## src/hdl/nn_defines.svh

```systemverilog
`ifndef NN_DEFINES_SVH
`define NN_DEFINES_SVH

// Layer sizes.
`define NN_INPUTS 15
`define NN_HIDDEN 4
`define NN_OUTPUTS 3

// Activations and weights are 8-bit signed, 6 fraction bits on activations.
`define NN_ACT_WIDTH 8
`define NN_FRAC_BITS 6

// Sum of fifteen 16-bit products and a bias, with headroom.
`define NN_ACC_WIDTH 23

`endif

```

## src/hdl/nnPkg.sv

```systemverilog
`default_nettype none

`include "nn_defines.svh"

package nnPkg;

	typedef logic signed [`NN_ACT_WIDTH-1:0] activation_t;
	typedef logic signed [`NN_ACT_WIDTH-1:0] weight_t;
	typedef logic signed [2*`NN_ACT_WIDTH-1:0] bias_t;
	typedef logic signed [`NN_ACC_WIDTH-1:0] accumulator_t;

	// Rows are listed from the highest index down, so element [n][i] is neuron n, input i.
	localparam weight_t [`NN_HIDDEN-1:0][`NN_INPUTS-1:0] HIDDEN_WEIGHTS = '{
		'{-8'sd14, 8'sd4, -8'sd16, 8'sd22, -8'sd2, 8'sd15, -8'sd10, 8'sd7,
			8'sd18, -8'sd28, 8'sd6, 8'sd20, 8'sd13, -8'sd19, -8'sd5},
		'{8'sd11, -8'sd24, -8'sd5, 8'sd16, 8'sd30, 8'sd2, -8'sd13, -8'sd21,
			8'sd8, 8'sd12, 8'sd27, -8'sd6, -8'sd17, 8'sd4, 8'sd9},
		'{8'sd6, -8'sd9, 8'sd21, -8'sd15, -8'sd4, 8'sd19, 8'sd3, 8'sd11,
			-8'sd26, 8'sd14, -8'sd8, 8'sd23, 8'sd5, 8'sd17, -8'sd12},
		'{8'sd24, 8'sd9, -8'sd11, -8'sd18, -8'sd7, -8'sd18, 8'sd25, -8'sd3,
			-8'sd14, -8'sd7, -8'sd19, -8'sd11, 8'sd31, -8'sd22, 8'sd28}
	};

	// Biases carry 12 fraction bits, so 1024 is 0.25.
	localparam bias_t [`NN_HIDDEN-1:0] HIDDEN_BIAS = '{
		16'sd768,
		16'sd256,
		-16'sd512,
		16'sd1024
	};

	localparam weight_t [`NN_OUTPUTS-1:0][`NN_HIDDEN-1:0] OUTPUT_WEIGHTS = '{
		'{8'sd33, -8'sd38, 8'sd10, 8'sd15},
		'{8'sd22, -8'sd15, 8'sd35, -8'sd20},
		'{-8'sd30, 8'sd18, -8'sd25, 8'sd40}
	};

	localparam bias_t [`NN_OUTPUTS-1:0] OUTPUT_BIAS = '{
		-16'sd256,
		16'sd256,
		16'sd512
	};

endpackage

`default_nettype wire

```

## src/hdl/featureLoader.sv

```systemverilog
`timescale 1ns/1ps
`default_nettype none

`include "nn_defines.svh"

module featureLoader
	import nnPkg::*;
(
	input wire clk,
	input wire reset,
	input wire sampleValid,
	input wire activation_t sampleData,
	output activation_t [`NN_INPUTS-1:0] frameData,
	output logic frameValid
);

	localparam int COUNT_WIDTH = $clog2(`NN_INPUTS);
	localparam logic [COUNT_WIDTH-1:0] LAST_COUNT = COUNT_WIDTH'(`NN_INPUTS - 1);

	activation_t [`NN_INPUTS-1:0] shiftReg;
	activation_t [`NN_INPUTS-1:0] shiftNext;
	logic [COUNT_WIDTH-1:0] count;

	// New samples enter at the top, so the first sample of a frame ends up at index 0.
	assign shiftNext = {sampleData, shiftReg[`NN_INPUTS-1:1]};

	always_ff @(posedge clk)
	begin
		if (reset)
		begin
			shiftReg <= '0;
			frameData <= '0;
			frameValid <= 1'b0;
			count <= '0;
		end
		else
		begin
			frameValid <= 1'b0;
			if (sampleValid)
			begin
				shiftReg <= shiftNext;
				if (count == LAST_COUNT)
				begin
					// Publish the whole frame, held until the next one completes.
					frameData <= shiftNext;
					frameValid <= 1'b1;
					count <= '0;
				end
				else
				begin
					count <= count + 1'b1;
				end
			end
		end
	end

endmodule

`default_nettype wire

```

## config.mk

```make
export PLATFORM = sky130hd
export DESIGN_NAME = featureLoader
export DESIGN_NICKNAME = d
export VERILOG_FILES = /design/src/hdl/nnPkg.sv /design/src/hdl/featureLoader.sv
export VERILOG_INCLUDE_DIRS = /design/src /design/src/hdl
export SDC_FILE = /design/constraint.sdc
export NUM_CORES = 1
export LEC_CHECK = 0
export BUFFER_PORTS_ARGS = -buffer_cell sky130_fd_sc_hd__buf_4
export CAP_MARGIN = 10
export CORE_AREA = 2 2 123 125
export CTS_CLUSTER_DIAMETER = 30
export DETAILED_ROUTE_END_ITERATION = 10
export DIE_AREA = 0 0 125 127
export GPL_TIMING_DRIVEN = 0
export PLACE_DENSITY = 0.8
export SLEW_MARGIN = 0
export SYNTH_ARGS = -nofsm -noshare
export SYNTH_HDL_FRONTEND = slang
export SYNTH_SLANG_ARGS = --single-unit
```

## constraint.sdc

```tcl
create_clock -name clk -period 1.9 [get_ports clk]
set_input_delay 0.285 -clock clk [delete_from_list [all_inputs] [get_ports clk]]
set_output_delay 0.285 -clock clk [all_outputs]
set_load 0.03 [all_outputs]
```

After elaboration in Yosys (flattened, before gate mapping). Index checks and enable logic that the tools add are counted.

Multiplexer cells: 2. Add/sub/neg operators: 1. Reductions and logical operators: 2. Bitwise operators: 1. Equal/unequal tests: 1.

Operator list (count): $add 4x1->4 const B (1); $eq 4x4->1 const B (1); $mux 4 (1); $reduce_and 2->1 (1); $reduce_or 2->1 (1); $mux 1 (1); $not 1->1 (1).

Flip-flop bits (word level): 237. Input bits: 11. Word-level logic and storage cells: 38. Output and inout bits: 121.

Depth between registers and ports, before layout.
Depth after elaboration: 2. Gate-level depth with buffers: 6. Mapped depth without buffers: 3.

Worst setup path after synthesis. No wires, ideal clock.

Path type: input port to flip-flop. Start point: input port sampleValid. End point: register frameData[100] (netlist bit). Arrival: 1326 ps. Buffers on the path: 3. Setup time: 59 ps. Slack: 514 ps. Required time: 1841 ps. Cell stages on the path: 6. Cells stage by stage: buf_2 -> nand2_1 -> nor4_2 -> buf_4 -> buf_4 -> a22o_1.

Word-level cells in the longest chain between the ends: 1.

RTL lines: start, declared (line featureLoader.sv:11) `input wire sampleValid,`; $reduce_and 2->1 (no source line); end signal, assigned (line featureLoader.sv:45) `frameData <= shiftNext;`; end, declared (line featureLoader.sv:13) `` output activation_t [`NN_INPUTS-1:0] frameData, ``.

No other way between the ends. A chain may end at the register's enable or synchronous reset.

Final worst setup path.
Start point: register count[1]. End point: register frameData[82] (netlist bit).

Word-level cells in the longest chain between the ends: 2.

RTL lines: start, declared (line featureLoader.sv:22) `logic [COUNT_WIDTH-1:0] count;`; start signal, assigned (line featureLoader.sv:51) `count <= count + 1'b1;`; $eq 4x4->1 (line featureLoader.sv:42) `if (count == LAST_COUNT)`; $reduce_and 2->1 (no source line).

No other way between the ends.

==> impl_metrics.json <==
{
  "power.internal_uw": 9380,
  "gp_congestion": 0.778,
  "syn2layout_area_growth_pct": 31.0,
  "power.leakage_uw": 0.00461,
  "drive_above_1_share_pct": 25.8,
  "power_frac_clock_pct": 55.2,
  "numCtsBuffers": 37,
  "clk_path_buf_depth": 3,
  "comb_power_share_pct": 2.4,
  "required_ns": 2.33,
  "grt_max_degree": 14,
  "port_buffers": 129,
  "grt_pass1_wl_um": 29500,
  "die_area_sq_um": 15900,
  "wire_per_inst_um": 17.1,
  "syn_nets": 684,
  "insertion_delay_ns": 0.49,
  "nets": 852,
  "power_density_nw_per_um2": 1150,
  "worstPathCellList": "nand2_1, nor4_4, buf_4, buf_4, a22o_1",
  "period_needed_ns": 1.71,
  "report.final.slew_viol_count": 0,
  "path_clk_slew_ns": 0.06,
  "setup_viol": 0,
  "fmax_ghz": 0.585,
  "cap_violations": 0,
  "fin_crit_sh_pct": 90.0,
  "crit_type": "reg -> reg",
  "path_max_fanout": 10,
  "die_h_um": 127,
  "ys_types": 21,
  "multi_input_area_sq_um": 2840,
  "crit_arrival_ns": 2.14,
  "initial_core_util_pct": 54.4,
  "grtUsageTotal_pct": 22.3,
  "dp_hpwl_um": 12000,
  "wl_um": 17900,
  "final_util_pct": 71.2,
  "antenna_cells": 0,
  "worst_path_max_delay_cell": "dfxtp_1",
  "ir_drop_uv": 852,
  "core_area_sq_um": 14400,
  "cts_setup_buffers": 0,
  "syn_inst": 673,
  "ant_nets": 0,
  "grt_pass1_vias": 5846,
  "htree_levels": 2,
  "ys_seq_elements": 237,
  "cts_sinks": 237,
  "fillers": 1024,
  "max_stage_delay_ns": 0.43,
  "synth_warnings": 0,
  "num_vias": 5687,
  "seq_area_sq_um": 4740,
  "path_common_cell": "buf_4",
  "slew_headroom_pct": 60.6,
  "status": "complete, no violations",
  "cts_root_buffer": "clkbuf_16",
  "setup_ws_ns": 0.190,
  "grt_setup_unrepaired": "no",
  "hold_path_class": "in -> reg",
  "final.setup_skew_ns": 0.0188,
  "ys_seq_area_share_pct": 60.5,
  "pin_count": 132,
  "switching_share_pct": 20.8,
  "die_width_um": 125,
  "dr.pass1.iters": 4,
  "end_kind": "flop",
  "power.switching_uw": 2470,
  "sequentialPowerShare_pct": 42.4,
  "synth.avg_cell_area_sq_um": 11.7,
  "worst_pin_slew_ns": 0.592,
  "drc": 0,
  "fp-row-count": 44,
  "first_iter_violations": 296,
  "grt_overflow_total": 0,
  "viasPerCell": 5.43,
  "antenna_found_initial": 0,
  "hold_buffers": 0,
  "cts_tree": "yes",
  "pre_cts_ws_ns": -0.0397,
  "synth_area_sq_um": 7840,
  "cp-start-kind": "flop",
  "hold_viol": 0,
  "holdWs_ns": 0.0215
}
timing repair:
item                       CTS  global route
gates cloned                 0             0
pin swaps                    0             0
gates resized for setup      1             1
setup endpoints to repair    7            76
routing by layer:
metal	track usage [%]	up-vias	wire length, um
li1	-	2721	-
met1	27.3	2779	7740
met2	38.0	157	8870
met3	5.53	30	958
met4	9.08	0	377
met5	0	-	0
cells in the mapped netlist:
cell        n  share of area [%]
a211o_1     1               0.11
a21oi_1     3               0.19
a22o_1    112                 13
a41oi_1     1               0.11
and2_1      1              0.080
buf_2      25                1.6
buf_4       8               0.77
clkbuf_1   21                1.0
dfxtp_1   237                 61
inv_1       2              0.096
mux2i_1   121                 15
nand2_1     3               0.14
nand2b_1   16                1.3
nand3_1     2               0.13
nor2_1    113                5.4
nor2b_1     1              0.080
nor3_1      2               0.13
nor4_2      1               0.16
o21ai_0     1              0.064
or3_1       1              0.080
xor2_1      1               0.11
sequential cells by signal, summed over array words and instances, names as in the netlist:
| register | cells |
|---|---|
| count | 4 |
| shiftNext | 112 |
| frameValid | 1 |
| frameData | 120 |
area by class of cell:
| type | count | share of cell area, % |
|---|---|---|
| sequential | 237 | 46.2 |
| clock inverter | 18 | 2.16 |
| clock buffer | 44 | 9.66 |
| buffer | 54 | 2.57 |
| inverter | 2 | 0.0731 |
| tap | 184 | 2.24 |
| timing repair buffer | 129 | 9.43 |
| multi-input combinational | 380 | 27.7 |
worst paths after layout:
check                                   start        endpoint  slack, ns  cells after the start
worst max-delay path                 count[1]   frameData[82]       0.19                      5
worst min-delay path            sampleData[4]  frameData[116]       0.02                      2
worst max register to register       count[1]   frameData[82]       0.19                      5
worst min register to register  frameData[27]   frameData[27]       0.47                      1
placed cells by master (no fill, tap or decap), types with 2 or more instances in the layout:
master / Yosys / routed
nand3_1: 2 / 2
a21oi_1: 3 / 3
nand2b_1: 16 / 16
clkbuf_16: 0 / 37
nand2_1: 3 / 3
inv_8: 0 / 2
nor2_1: 113 / 113
clkbuf_1: 21 / 24
nor3_1: 2 / 2
clkinv_4: 0 / 2
bufinv_16: 0 / 4
a22o_1: 112 / 112
mux2i_1: 121 / 121
clkbuf_8: 0 / 4
buf_4: 8 / 137
inv_1: 2 / 2
buf_2: 25 / 25
dfxtp_1: 237 / 237
clkinv_2: 0 / 6
clkinvlp_4: 0 / 3
metrics by stage:
stage	cells	area, sq um	TNS (ns)	total power (uW)
after global routing	1048	10300	0	12100
final	1048	10300	0	11900
after detailed placement	986	9040	-1.26	5410
after global placement	986	9040	0	5390
after CTS	1048	10300	0	11900
after floorplan	673	7840	0	5330
cells by family (layout without fill, tap and decap cells):
| kind of cell | after synthesis | count (layout) | share of synthesized area, % |
|---|---|---|---|
| multiplexers | 121 | 121 | 15.4 |
| buffers and inverters | 56 | 247 | 3.46 |
| AND/OR/NAND/NOR | 140 | 140 | 7.48 |
| flip-flops | 237 | 237 | 60.5 |
| AO/OA/AOI/OAI | 118 | 118 | 13.0 |
| XOR/XNOR | 1 | 1 | 0.112 |
critical path, delay by kind of cell, from the launching register on:
family	cells	cell delay (ns)
flops	1	0.43
buf+inv	2	0.50
simple gates	2	0.55
compound gates	1	0.16
power groups by stage:
stage	registers, uW	clock network (uW)	logic, uW
2_1_floorplan	5120	0	215
3_3_place_gp	5120	0	272
3_5_place_dp	5120	0	284
4_1_cts	5020	6580	289
5_1_grt	5020	6800	312
6_report	5020	6540	288
Power figures use the tool's default switching activity.
