`config.mk`:
```
export PLATFORM = sky130hd
export DESIGN_NAME = classSelect
export DESIGN_NICKNAME = d
export VERILOG_FILES = /design/src/hdl/nnPkg.sv /design/src/hdl/classSelect.sv
export VERILOG_INCLUDE_DIRS = /design/src /design/src/hdl
export SDC_FILE = /design/constraint.sdc
export NUM_CORES = 1
export LEC_CHECK = 0
export BUFFER_PORTS_ARGS = -buffer_cell sky130_fd_sc_hd__buf_2
export CAP_MARGIN = 20
export CORE_MARGIN = 2
export CORE_UTILIZATION = 51
export CTS_CLUSTER_SIZE = 8
export DETAILED_ROUTE_END_ITERATION = 10
export PLACE_DENSITY = 0.9
export SYNTH_ARGS = -nofsm -noshare
export SYNTH_HDL_FRONTEND = slang
export SYNTH_SLANG_ARGS = --single-unit
```
`constraint.sdc`:
```
create_clock -name clk -period 4.1 [get_ports clk]
set_input_delay 0.41 -clock clk [delete_from_list [all_inputs] [get_ports clk]]
set_output_delay 0.41 -clock clk [all_outputs]
set_load 0.05 [all_outputs]
```
`src/hdl/nn_defines.svh`:
```
`ifndef NN_DEFINES_SVH
`define NN_DEFINES_SVH

// Layer sizes.
`define NN_INPUTS 15
`define NN_HIDDEN 4
`define NN_OUTPUTS 3

// Activations and weights are 8-bit signed, 6 fraction bits on activations.
`define NN_ACT_WIDTH 8
`define NN_FRAC_BITS 6

// Sum of fifteen 16-bit products and a bias, with headroom.
`define NN_ACC_WIDTH 23

`endif

```
`src/hdl/nnPkg.sv`:
```
`default_nettype none

`include "nn_defines.svh"

package nnPkg;

	typedef logic signed [`NN_ACT_WIDTH-1:0] activation_t;
	typedef logic signed [`NN_ACT_WIDTH-1:0] weight_t;
	typedef logic signed [2*`NN_ACT_WIDTH-1:0] bias_t;
	typedef logic signed [`NN_ACC_WIDTH-1:0] accumulator_t;

	// Rows are listed from the highest index down, so element [n][i] is neuron n, input i.
	localparam weight_t [`NN_HIDDEN-1:0][`NN_INPUTS-1:0] HIDDEN_WEIGHTS = '{
		'{-8'sd14, 8'sd4, -8'sd16, 8'sd22, -8'sd2, 8'sd15, -8'sd10, 8'sd7,
			8'sd18, -8'sd28, 8'sd6, 8'sd20, 8'sd13, -8'sd19, -8'sd5},
		'{8'sd11, -8'sd24, -8'sd5, 8'sd16, 8'sd30, 8'sd2, -8'sd13, -8'sd21,
			8'sd8, 8'sd12, 8'sd27, -8'sd6, -8'sd17, 8'sd4, 8'sd9},
		'{8'sd6, -8'sd9, 8'sd21, -8'sd15, -8'sd4, 8'sd19, 8'sd3, 8'sd11,
			-8'sd26, 8'sd14, -8'sd8, 8'sd23, 8'sd5, 8'sd17, -8'sd12},
		'{8'sd24, 8'sd9, -8'sd11, -8'sd18, -8'sd7, -8'sd18, 8'sd25, -8'sd3,
			-8'sd14, -8'sd7, -8'sd19, -8'sd11, 8'sd31, -8'sd22, 8'sd28}
	};

	// Biases carry 12 fraction bits, so 1024 is 0.25.
	localparam bias_t [`NN_HIDDEN-1:0] HIDDEN_BIAS = '{
		16'sd768,
		16'sd256,
		-16'sd512,
		16'sd1024
	};

	localparam weight_t [`NN_OUTPUTS-1:0][`NN_HIDDEN-1:0] OUTPUT_WEIGHTS = '{
		'{8'sd33, -8'sd38, 8'sd10, 8'sd15},
		'{8'sd22, -8'sd15, 8'sd35, -8'sd20},
		'{-8'sd30, 8'sd18, -8'sd25, 8'sd40}
	};

	localparam bias_t [`NN_OUTPUTS-1:0] OUTPUT_BIAS = '{
		-16'sd256,
		16'sd256,
		16'sd512
	};

endpackage

`default_nettype wire

```
`src/hdl/classSelect.sv`:
```
`timescale 1ns/1ps
`default_nettype none

`include "nn_defines.svh"

module classSelect
	import nnPkg::*;
(
	input wire clk,
	input wire reset,
	input wire activation_t [`NN_OUTPUTS-1:0] scoreData,
	input wire scoreValid,
	output logic [1:0] classId,
	output activation_t classScore,
	output logic resultValid
);

	logic [1:0] bestId;
	activation_t bestScore;

	// Strict compare, so the lowest index keeps a tie.
	always_comb
	begin
		bestId = '0;
		bestScore = scoreData[0];
		for (int i = 1; i < `NN_OUTPUTS; i++)
		begin
			if (scoreData[i] > bestScore)
			begin
				bestId = 2'(i);
				bestScore = scoreData[i];
			end
		end
	end

	always_ff @(posedge clk)
	begin
		if (reset)
		begin
			classId <= '0;
			classScore <= '0;
			resultValid <= 1'b0;
		end
		else
		begin
			resultValid <= scoreValid;
			if (scoreValid)
			begin
				classId <= bestId;
				classScore <= bestScore;
			end
		end
	end

endmodule

`default_nettype wire

```
Word-level counts from Yosys, hierarchy flattened
Cells that the tools add are included.
Cells by class
  order comparisons: 2
  mux-type cells: 4
Operator list (number)
  greater-than comparator 8 bit: 2
  2-to-1 mux 8 bit: 2
  2-to-1 mux 2 bit: 1
  2-to-1 mux 1 bit: 1
Storage, ports and cells
  bits in registers: 11
  input bits: 27
  output and inout bits: 11
  logic and storage cells: 9

Longest topological paths before layout
Gate-level depths: netlist of the first run.
  depth in word-level cells: 4
  gate-level depth with buffers: 16
  depth with buffers taken out: 15

Least setup slack after synthesis of the first run
Ideal clock, no wire load.
  kind: input to register
  start point: input scoreData[1] (netlist name)
  end point: register classId[0]
  stages: 15
  setup slack: 1.223 ns
  library setup time: 0.070 ns
  arrival: 2.806 ns
  data required time: 4.030 ns
  buffers on the path: 1
  cell sequence: inv_1 > ha_1 > nor2b_1 > o211ai_2 > a21oi_2 > nor2_4 > mux2i_1 > ha_1 > nor2b_1 > o21bai_1 > a21o_1 > a211oi_2 > buf_6 > or3_1 > a21oi_1
Between the ends
  word-level cells in the longest chain between the ends: 4
  elaborated cells between the ends (all ways): 5
  classes of those cells: 2 x order compare; 3 x mux
Ends and longest elaborated chain
  from (decl): line classSelect.sv:11  | input wire activation_t [`NN_OUTPUTS-1:0] scoreData,
  greater-than comparator 8 bit: line classSelect.sv:28  | if (scoreData[i] > bestScore)
  2-to-1 mux 8 bit: line classSelect.sv:28
  greater-than comparator 8 bit: line classSelect.sv:28
  2-to-1 mux 2 bit *: line classSelect.sv:28
  to (signal assigned): line classSelect.sv:49  | classId <= bestId;
  to (decl): line classSelect.sv:13  | output logic [1:0] classId,
Mark *: on every way between the ends. The rest lies on a longest branch, timed or not.
A chain may end at the register's enable or synchronous reset.

Final worst setup path of the first run
  start point: input scoreData[1] (netlist name)
  end point: register classScore[6]
Between the ends
  word-level cells in the longest chain between the ends: 4
Ends and longest elaborated chain
  greater-than comparator 8 bit: line classSelect.sv:28
  2-to-1 mux 8 bit *: line classSelect.sv:28
  greater-than comparator 8 bit: line classSelect.sv:28
  2-to-1 mux 8 bit *: line classSelect.sv:28
  to (signal assigned): line classSelect.sv:50  | classScore <= bestScore;
  to (decl): line classSelect.sv:14  | output activation_t classScore,
Marked as above.

==> results of run 1 <==
==> worst reg2reg max path: stages (launching register included) <==
cell and delay (ns):
dfxtp_1 0.37, nand2_1 0.07, o221ai_1 0.23
==> state kept, by name, summed over array words and instances, names as in the netlist <==
name and flops:
classScore 8, resultValid 1, classId 2
==> through the flow <==
step / cells / worst slack, ns
after floorplan: 110 / 1.22
after global placement: 167 / 0.919
after detailed placement: 167 / 0.836
after CTS: 171 / 1.09
after global routing: 171 / 0.798
final: 171 / 1.08
==> report_power, final <==
group / total (mW) / internal [mW] / switching (mW)
Sequential: 0.128 / 0.121 / 0.00706
Combinational: 0.196 / 0.0685 / 0.128
Clock: 0.0765 / 0.0377 / 0.0388
Total: 0.401 / 0.228 / 0.174
==> placed cells by master (no fill, tap or decap), drive strengths merged <==
| cell type | synthesis | final |
|---|---|---|
| a211oi | 2 | 2 |
| a21o | 2 | 2 |
| a21oi | 4 | 4 |
| a31oi | 1 | 1 |
| buf | 3 | 38 |
| clkbuf | 3 | 4 |
| dfxtp | 11 | 11 |
| ha | 16 | 16 |
| inv | 13 | 13 |
| mux2i | 9 | 9 |
| nand2 | 12 | 12 |
| nand2b | 2 | 2 |
| nand3b | 1 | 1 |
| nand4 | 3 | 3 |
| nand4b | 8 | 8 |
| nor2 | 4 | 4 |
| nor2b | 2 | 2 |
| nor3 | 1 | 1 |
| o211ai | 1 | 1 |
| o21bai | 1 | 1 |
| o221ai | 8 | 8 |
| o22ai | 2 | 2 |
| or3 | 1 | 1 |
==> cell type report <==
cell class / instances / area, um2 / share of cell area, %
flip-flops and latches: 11 / 220 / 18.6
inverters: 13 / 48.8 / 4.13
clock buffers: 4 / 26.3 / 2.22
repair buffers: 38 / 193 / 16.3
multi-input cells: 80 / 663 / 56.1
well taps: 25 / 31.3 / 2.65
==> worst max path at each step <==
stage / endpoint / slack [ns] / cells after the start
after detailed placement: classId[0]$_SDFFE_PP0P_ / 0.84 / 16
after floorplan: classId[0]$_SDFFE_PP0P_ / 1.22 / 15
after global routing: classScore[6]$_SDFFE_PP0P_ / 0.80 / 16
after CTS: classId[0]$_SDFFE_PP0P_ / 1.09 / 16
after global placement: classId[0]$_SDFFE_PP0P_ / 0.92 / 16
final: classScore[6]$_SDFFE_PP0P_ / 1.08 / 15
==> routing by layer <==
layer / vias to the layer above / part of all wire [%]
met2: 48 / 52
met5: - / 0
met4: 0 / 3.2
met1: 466 / 39
met3: 12 / 6.3
li1: 480 / -
==> cell families after synthesis <==
family                   count (synthesis)
AO/OA/AOI/OAI                           21
flip-flops                              11
AND/OR/NAND/NOR                         34
adder cells (fa/ha/maj)                 16
multiplexers                             9
buffers and inverters                   19
==> results.md, run 1 <==
Outcome:
- The run finished with clean final reports.

Timing:
- The time the worst path needs with I/O delays and setup is slightly above 3 ns.
- Between clock sinks in the finished design, the worst skew comes to 0 ns.
- The number of pins with negative max-slew slack in the final report is 0.
- Setup repair after global routing left no endpoint under its margin.
- The count of final hold-check violations was 0.
- The final-layout setup total negative slack is 0 ns.
- Hold timing on the final database bottoms out at a slack of ~0.42 ns.
- The fmax is around 330 MHz.
- The worst relative slew slack is 79.4%.
- Of the available clock period, the critical path in the final layout requires 73.8%.
- Setup violations remaining at the end of the flow were counted as 0.
- The slew at the pin closest to its max-slew limit is between 0.3 and 0.4 ns.

Clock tree:
- Post-CTS repair changed the size of 0 cells.
- The post-CTS setup-driven buffer insertion count is 0.
- TritonCTS created 3 clock buffers.
- The number of levels the H-tree was split into is 1.
- The number of hold buffers added after CTS was 0.
- The maximum buffer depth of the clock tree is 2.
- The clock tree root buffer cell is clkbuf_4.
- The TritonCTS clock tree is yes.
- The clock input transition at the sequential cells of the worst setup and hold paths is 0.07 ns.
- For this design, the sink count on the clock tree is 11.
- The worst-skew pair later-pin latency is 0.27 ns.

Logic synthesis:
- The top cell type by area accounts for approximately 23% of the synthesized area.
- The number of synthesized flops with an enable pin is 0.
- The number of nets handed over by synthesis was around 150.
- The proportion of synthesized flip-flops having asynchronous set or reset is 0%.
- Yosys attributes the largest share of cell area to dfxtp_1 (23%), ha_1 (21%), mux2i_1 (9.3%).
- Dividing the synthesized area by the synthesized cell count gives between 8 and 9 um2.
- The number of different library cells used by synthesis comes to 26.
- Sorting the synthesized cells by how often they occur yields ha_1 (16), inv_1 (13), nand2_1 (12), dfxtp_1 (11), mux2i_1 (9).
- The area fraction in compound gates after synthesis is ~18%.
- The combinational family with the most area after synthesis is simple AND/OR/NAND/NOR gates.
- The synthesized-area fraction occupied by adder cells is between 20 and 25%.
- The post-synthesis mux area share is 9.34%.
- The flip-flop and latch count after synthesis is 11.
- The cell taking the most area after synthesis is dfxtp_1.
- In the synthesized netlist the dominant register cell turns out to be dfxtp_1.
- The synthesized-area fraction occupied by and/or/nand/nor cells is between 20% and 30%.
- For this run, the register share of the synthesized area comes to a little under a quarter.
- The area share of xor/xnor cells in the synthesized design is 0%.
- After synthesis the cells add up to around 960 um2.
- The library cell with the highest instance count after synthesis is ha_1.
- Synthesis produced a netlist whose cell count is 110.
- The Yosys step of the flow raised 0 warnings.

Worst setup path:
- The startpoint identified for the worst register-to-register timing path is classScore[6]$_SDFFE_PP0P_.
- The critical path goes through buf_2 -> inv_1 -> ha_1 -> nor2b_1 -> o211ai_2 -> a21oi_2 -> nor2_4 -> mux2i_1 -> ha_1 -> nand2_1 -> o21bai_1 -> a21o_1 -> a211oi_2 -> nand2b_1 -> o221ai_1.
- In this design, the stage delay of the slowest critical-path cell is roughly 0.33 ns.
- The terminus of the critical flop-to-flop path is classScore[6]$_SDFFE_PP0P_.
- The start-to-end type of the worst setup path is in2reg.
- The number of cell instances on the worst register-to-register path is 2.
- The worst setup path is launched from an input port.
- For the worst setup path, the data required time is between 4 and 5 ns.
- The type of destination of the critical path is a flop.
- The cell that appears most often on the critical path is ha_1.
- The signal arrival time at the worst endpoint is 3.16 ns.
- Along the worst path, the maximum fanout reaches 9.
- The start point of the critical path is scoreData[1].
- The worst-case register-to-register setup slack is ~3.3 ns.
- In this design, the largest share of critical-path delay is due to compound AO/OA/AOI/OAI gates.
- The slowest stage of the critical path is the ha_1 cell.
- The buffers plus inverters on the worst setup path is 2.

Floorplan:
- The chip width is around 47 um.
- The total core area is between 1500 and 2000 um2.
- The number of top-level pins is 38.
- The die covers ~2300 um2.
- The floorplan has 15 rows.
- Once the floorplan was initialized, standard cells occupied between 50% and 60% of the core.
- The floorplan step set the die height to roughly 47 um.

Place:
- The placed instance area is approximately 1200 um2.
- The number of input and output port buffers inserted is 37.
- At the end of routability-driven placement, the weighted congestion stood at around 0.9.
- The half-perimeter wire length after detailed placement is about 2000 um.

Final layout:
- Compared with the post-synthesis result, the final layout area differs by 22.6%.
- The number of diodes added for antenna fixing is 0.
- The share of cells above drive strength 1 is around a third.
- Counting the fill cells in the layout gives around 150.
- Once layout is done, the placed cells without fillers occupy approximately 1200 um2.
- The utilization after layout is 67.7%.
- The final net count is 190.

Flow run:
- Across the run, the number of max-cap violations was 0.

Routing:
- The average wire length per cell after detail routing is approximately 14 um.
- The first-pass iteration count of the detailed router is 4.
- After detailed routing, the number of vias per cell comes to approximately 5.9.
- The routed design has 2460 um of wire.
- The starting DRC count in detailed routing is 14.
- Once detail routing completed, the nets flagged for antenna violations numbered 0.
- The DRC violation count after routing is 0.
- The count of vias placed by the detailed router is around 1000.

Global routing:
- Entering global routing, the biggest net connects 20 pins.
- The first global-routing pass estimated 3960 um of wire.
- The via count of the first global-routing pass is approximately 950.
- The met2 track demand over resource in global routing is 43.5%.
- The global-route track usage on met1 is between 20% and 30%.
- The total global-route track usage is between 20% and 30%.
- Global routing finished with a remaining overflow of 0.
- The initial antenna violation count came to 0.
- Global routing consumed, on the met3 layer, slightly below 10% of the routing resources.
- met2 is the most crowded layer.

Power and ir drop:
- The power consumption is 401 uW.
- The worst-case IR drop observed on VDD is 0.259 mV.
- The total power per unit cell area is approximately 340 nW/um2.
- The leakage dissipation is just under 0.6 nW.

Hold path:
- The path with the worst hold slack has its endpoint at classScore[7]$_SDFFE_PP0P_.
- The worst hold path belongs to the class in2reg.
- The startpoint identified for the worst hold timing path is scoreData[23].
- The cell depth of the worst hold path is 3.
(Power assumes the default switching activity.)
==> inputs of run 2 (changes only) <==
Settings changed: CORE_UTILIZATION 51 to 48, PLACE_DENSITY 0.9 to 0.86.
Clock period 4.1 ns to 3.15 ns, I/O delays scaled along.
==> run 2 against run 1 <==
Net effect: core utilization decreased by 6.1 points; sequential power is 30% higher; count of clock-buffer cells in the layout stayed put; worst setup slack worse by 0.84 ns; sequential share of layout area is essentially flat; register-to-register slack got worse by 0.85 ns; clock power rose by 24%; non-clock buffer count unchanged; sequential cell count stayed put; wire length decreased by 12%; critical endpoint is now classId[0]$_SDFFE_PP0P_; highest routed layer is now met3.
==> results.md, run 2 (same netlist as run 1, synthesis figures left out) <==
Timing:
- The number of setup violations in the final report is 0 (unchanged).
- The final clock skew is 0 ns (unchanged).
- The final worst-path cycle share is approximately 93%.
- The count of final hold-check violations is 0 (unchanged).
- The time the worst path needs with I/O delays and setup is between 2 and 3 ns.
- The hold slack is 0.341 ns (-0.0799 ns).
- The slew at the pin closest to its max-slew limit came to 0.320 ns (+0.0196 ns).
- Timing would allow up to about 340 MHz.
- The post-layout worst setup margin is 0.235 ns (-0.840 ns).
- Setup repair after global routing left no endpoint under its margin.
- The worst relative slew slack was 78.6% (-0.78 points).
- The number of pins with negative max-slew slack in the final report is 0 (unchanged).

Final layout:
- The footprint of the flip-flops and latches is 220 um2 (unchanged).
- The final instance area is 1180 um2 (+0.21%).
- The number of diodes added for antenna fixing is 0 (unchanged).
- The largest registers in the layout are classScore x8, classId x2, resultValid x1.
- The utilization after layout is 61.7% (-6.1 points).
- The number of fillers in the final layout is 183 (+21%).
- The area growth from synthesis to final layout is 22.8%.
- The flip-flop count of the largest register after layout came to 8 (unchanged).
- The top cell types in the final layout, fill and taps aside, are buf_2 (37), ha_1 (16), inv_1 (13), nand2_1 (12), dfxtp_1 (11).
- The largest register by flop count is classScore.
- The leading cell type in the layout, fill and taps excluded is buf_2.
- The final net count is 190 (unchanged).
- The share of cells above drive strength 1 was 31.5% (unchanged).
- The multi-input gate area in the final layout is 663 um2 (unchanged).

Floorplan:
- The cell row count came to 16 (+1).
- The number of top-level pins came to 38 (unchanged).
- The total core area is 1920 um2 (+10%).
- The effective utilization at floorplan is 50.2% (-5.1 points).
- The die area is 2380 um2 (+5.7%).
- The overall die height is 48.8 um (+2.8%).
- The chip width is 48.8 um (+2.8%).

Clock tree:
- The number of gates given a new drive strength after cts is 0 (unchanged).
- The worst-skew pair later-pin latency was 0.27 ns (about the same).
- TritonCTS built the clock tree.
- The maximum buffer depth of the clock tree is 2 (unchanged).
- The sink count of the clock tree came to 11 (unchanged).
- The number of hold buffers added after cts is 0 (unchanged).
- The clock input transition at the sequential cells of the worst setup and hold paths is 0.07 ns (about the same).
- The clock tree root buffer cell is clkbuf_4.
- The number of levels the H-tree was split into is 1 (unchanged).
- The post-CTS setup-driven buffer insertion count is 0 (unchanged).
- The total clock buffers created by CTS came to 3 (unchanged).

Routing:
- The count of vias placed by the detailed router is 925 (-8.1%).
- The DRC violation count after routing is 0 (unchanged).
- The wire length reported by the detailed router is 2160 um (-12%).
- The average wire length per cell after detail routing is 12.5 um (-13%).
- The residual antenna-violating net count after detailed routing is 0 (unchanged).
- The mean number of vias per cell is 5.35 (-9.1%).
- The starting DRC count in detailed routing is 11 (-3).
- The first-pass iteration count of the detailed router is 5 (+1).

Worst setup path:
- STA classifies the critical path startpoint as an input port.
- The delay of the slowest critical-path stage is 0.32 ns (about the same).
- The required time of the critical path is 3.35 ns (-0.88 ns).
- The start-to-end type of the worst setup path is in2reg.
- The end point of the critical path is classId[0]$_SDFFE_PP0P_.
- The signal arrival time at the worst endpoint was 3.12 ns (-0.04 ns).
- The maximum fanout along the worst path is 10 (+1).
- The start point of the critical path is scoreData[1].
- Among all stages on the critical path, the largest delay is contributed by mux2i_1.
- The number of cell instances on the worst register-to-register path is 2 (unchanged).
- The terminus of the critical flop-to-flop path is classScore[3]$_SDFFE_PP0P_.
- The worst-case register-to-register setup slack came to 2.49 ns (-0.85 ns).
- The type of destination of the critical path is a flop.
- Traced cell by cell, the critical path runs through buf_2 -> inv_1 -> ha_1 -> nor2b_1 -> o211ai_2 -> a21oi_2 -> nor2_4 -> mux2i_1 -> ha_1 -> nor2b_1 -> o21bai_1 -> a21o_1 -> a211oi_2 -> buf_4 -> or3_1 -> a21oi_1.
- The startpoint identified for the worst register-to-register timing path is classScore[3]$_SDFFE_PP0P_.

Global routing:
- The wire length of the first global-routing pass is 3640 um (-8.2%).
- The total congestion overflow came to 0 (unchanged).
- The via count of the first global-routing pass is 887 (-6.3%).
- The initial antenna violation count was 0 (unchanged).
- The total global-route track usage is 18.9% (-6.6 points).
- The maximum number of pins on one net before global-route repair is 20 (unchanged).

Hold path:
- The startpoint identified for the worst hold timing path is scoreData[22].
- The class of the most critical hold timing path is in2reg.

Power and ir drop:
- The total power per unit cell area is 430 nW/um2 (+27%).
- The power consumption is 510 uW (+27%).
- The peak ir drop on the vdd network was 0.398 mV (+54%).
- The leakage dissipation came to 0.595 nW (unchanged).

Place:
- The placed instance area is 1160 um2 (+0.22%).
- The number of input and output port buffers inserted came to 37 (unchanged).
- The minimum setup slack after placement came to -0.0464 ns (-0.883 ns).
- The half-perimeter wire length after detailed placement is 1810 um (-9.4%).
- The placer congestion estimate is 0.861 (-5.8%).

Outcome:
- The flow ran to the end, and the final reports show no timing, DRC or antenna violations.

Flow run:
- The number of maximum-capacitance violations came to 0 (unchanged).
[run 2: cell counts in the layout (fill, tap and decap cells not counted)]
Identical to the previous run, type by type.
[run 2: how the worst min path moves through the flow]
stage | end | slack, ns | cells after the start
final | classScore[6]$_SDFFE_PP0P_ | 0.34 | 3
after global routing | classScore[2]$_SDFFE_PP0P_ | 0.35 | 3
after CTS | classScore[6]$_SDFFE_PP0P_ | 0.34 | 3
after detailed placement | classId[0]$_SDFFE_PP0P_ | 0.46 | 2
after global placement | classId[0]$_SDFFE_PP0P_ | 0.45 | 2
after floorplan | classScore[0]$_SDFFE_PP0P_ | 0.50 | 2
[run 2: final cells by class]
cell class                      instances  area share, %
Inverter                               13           4.12
Clock buffer                            4           2.22
Tap cell                               27           2.85
Multi-Input combinational cell         80           56.0
Sequential cell                        11           18.6
Timing Repair Buffer                   38           16.3
[run 2: power breakdown]
part           total (mW)  internal, mW  switching [mW]
clock network      0.0946        0.0490          0.0456
registers           0.167         0.158         0.00884
logic               0.248        0.0876           0.160
[run 2: layer usage]
| metal | vias up | wire (um) | global-route usage (%) |
|---|---|---|---|
| li1 | 480 | - | - |
| met1 | 406 | 997 | 24.4 |
| met2 | 39 | 992 | 32.9 |
| met3 | 0 | 166 | 4.91 |
| met4 | 0 | 0 | 1.43 |
| met5 | - | 0 | 0 |
[run 2: stage by stage]
stage | setup TNS, ns | cells
detailed placement | -0.0509 | 169
global route | 0 | 173
global placement | 0 | 169
CTS | 0 | 173
floorplan | 0 | 110
finish | 0 | 173
[run 2: worst max-delay path, delay by kind of cell]
family                     cells  cell delay, ns
and+or+nand+nor                4            0.89
AOI/OAI and AO/OA              6            0.70
adders and majority gates      2            0.58
muxes                          1            0.32
buffers and inverters          3            0.31
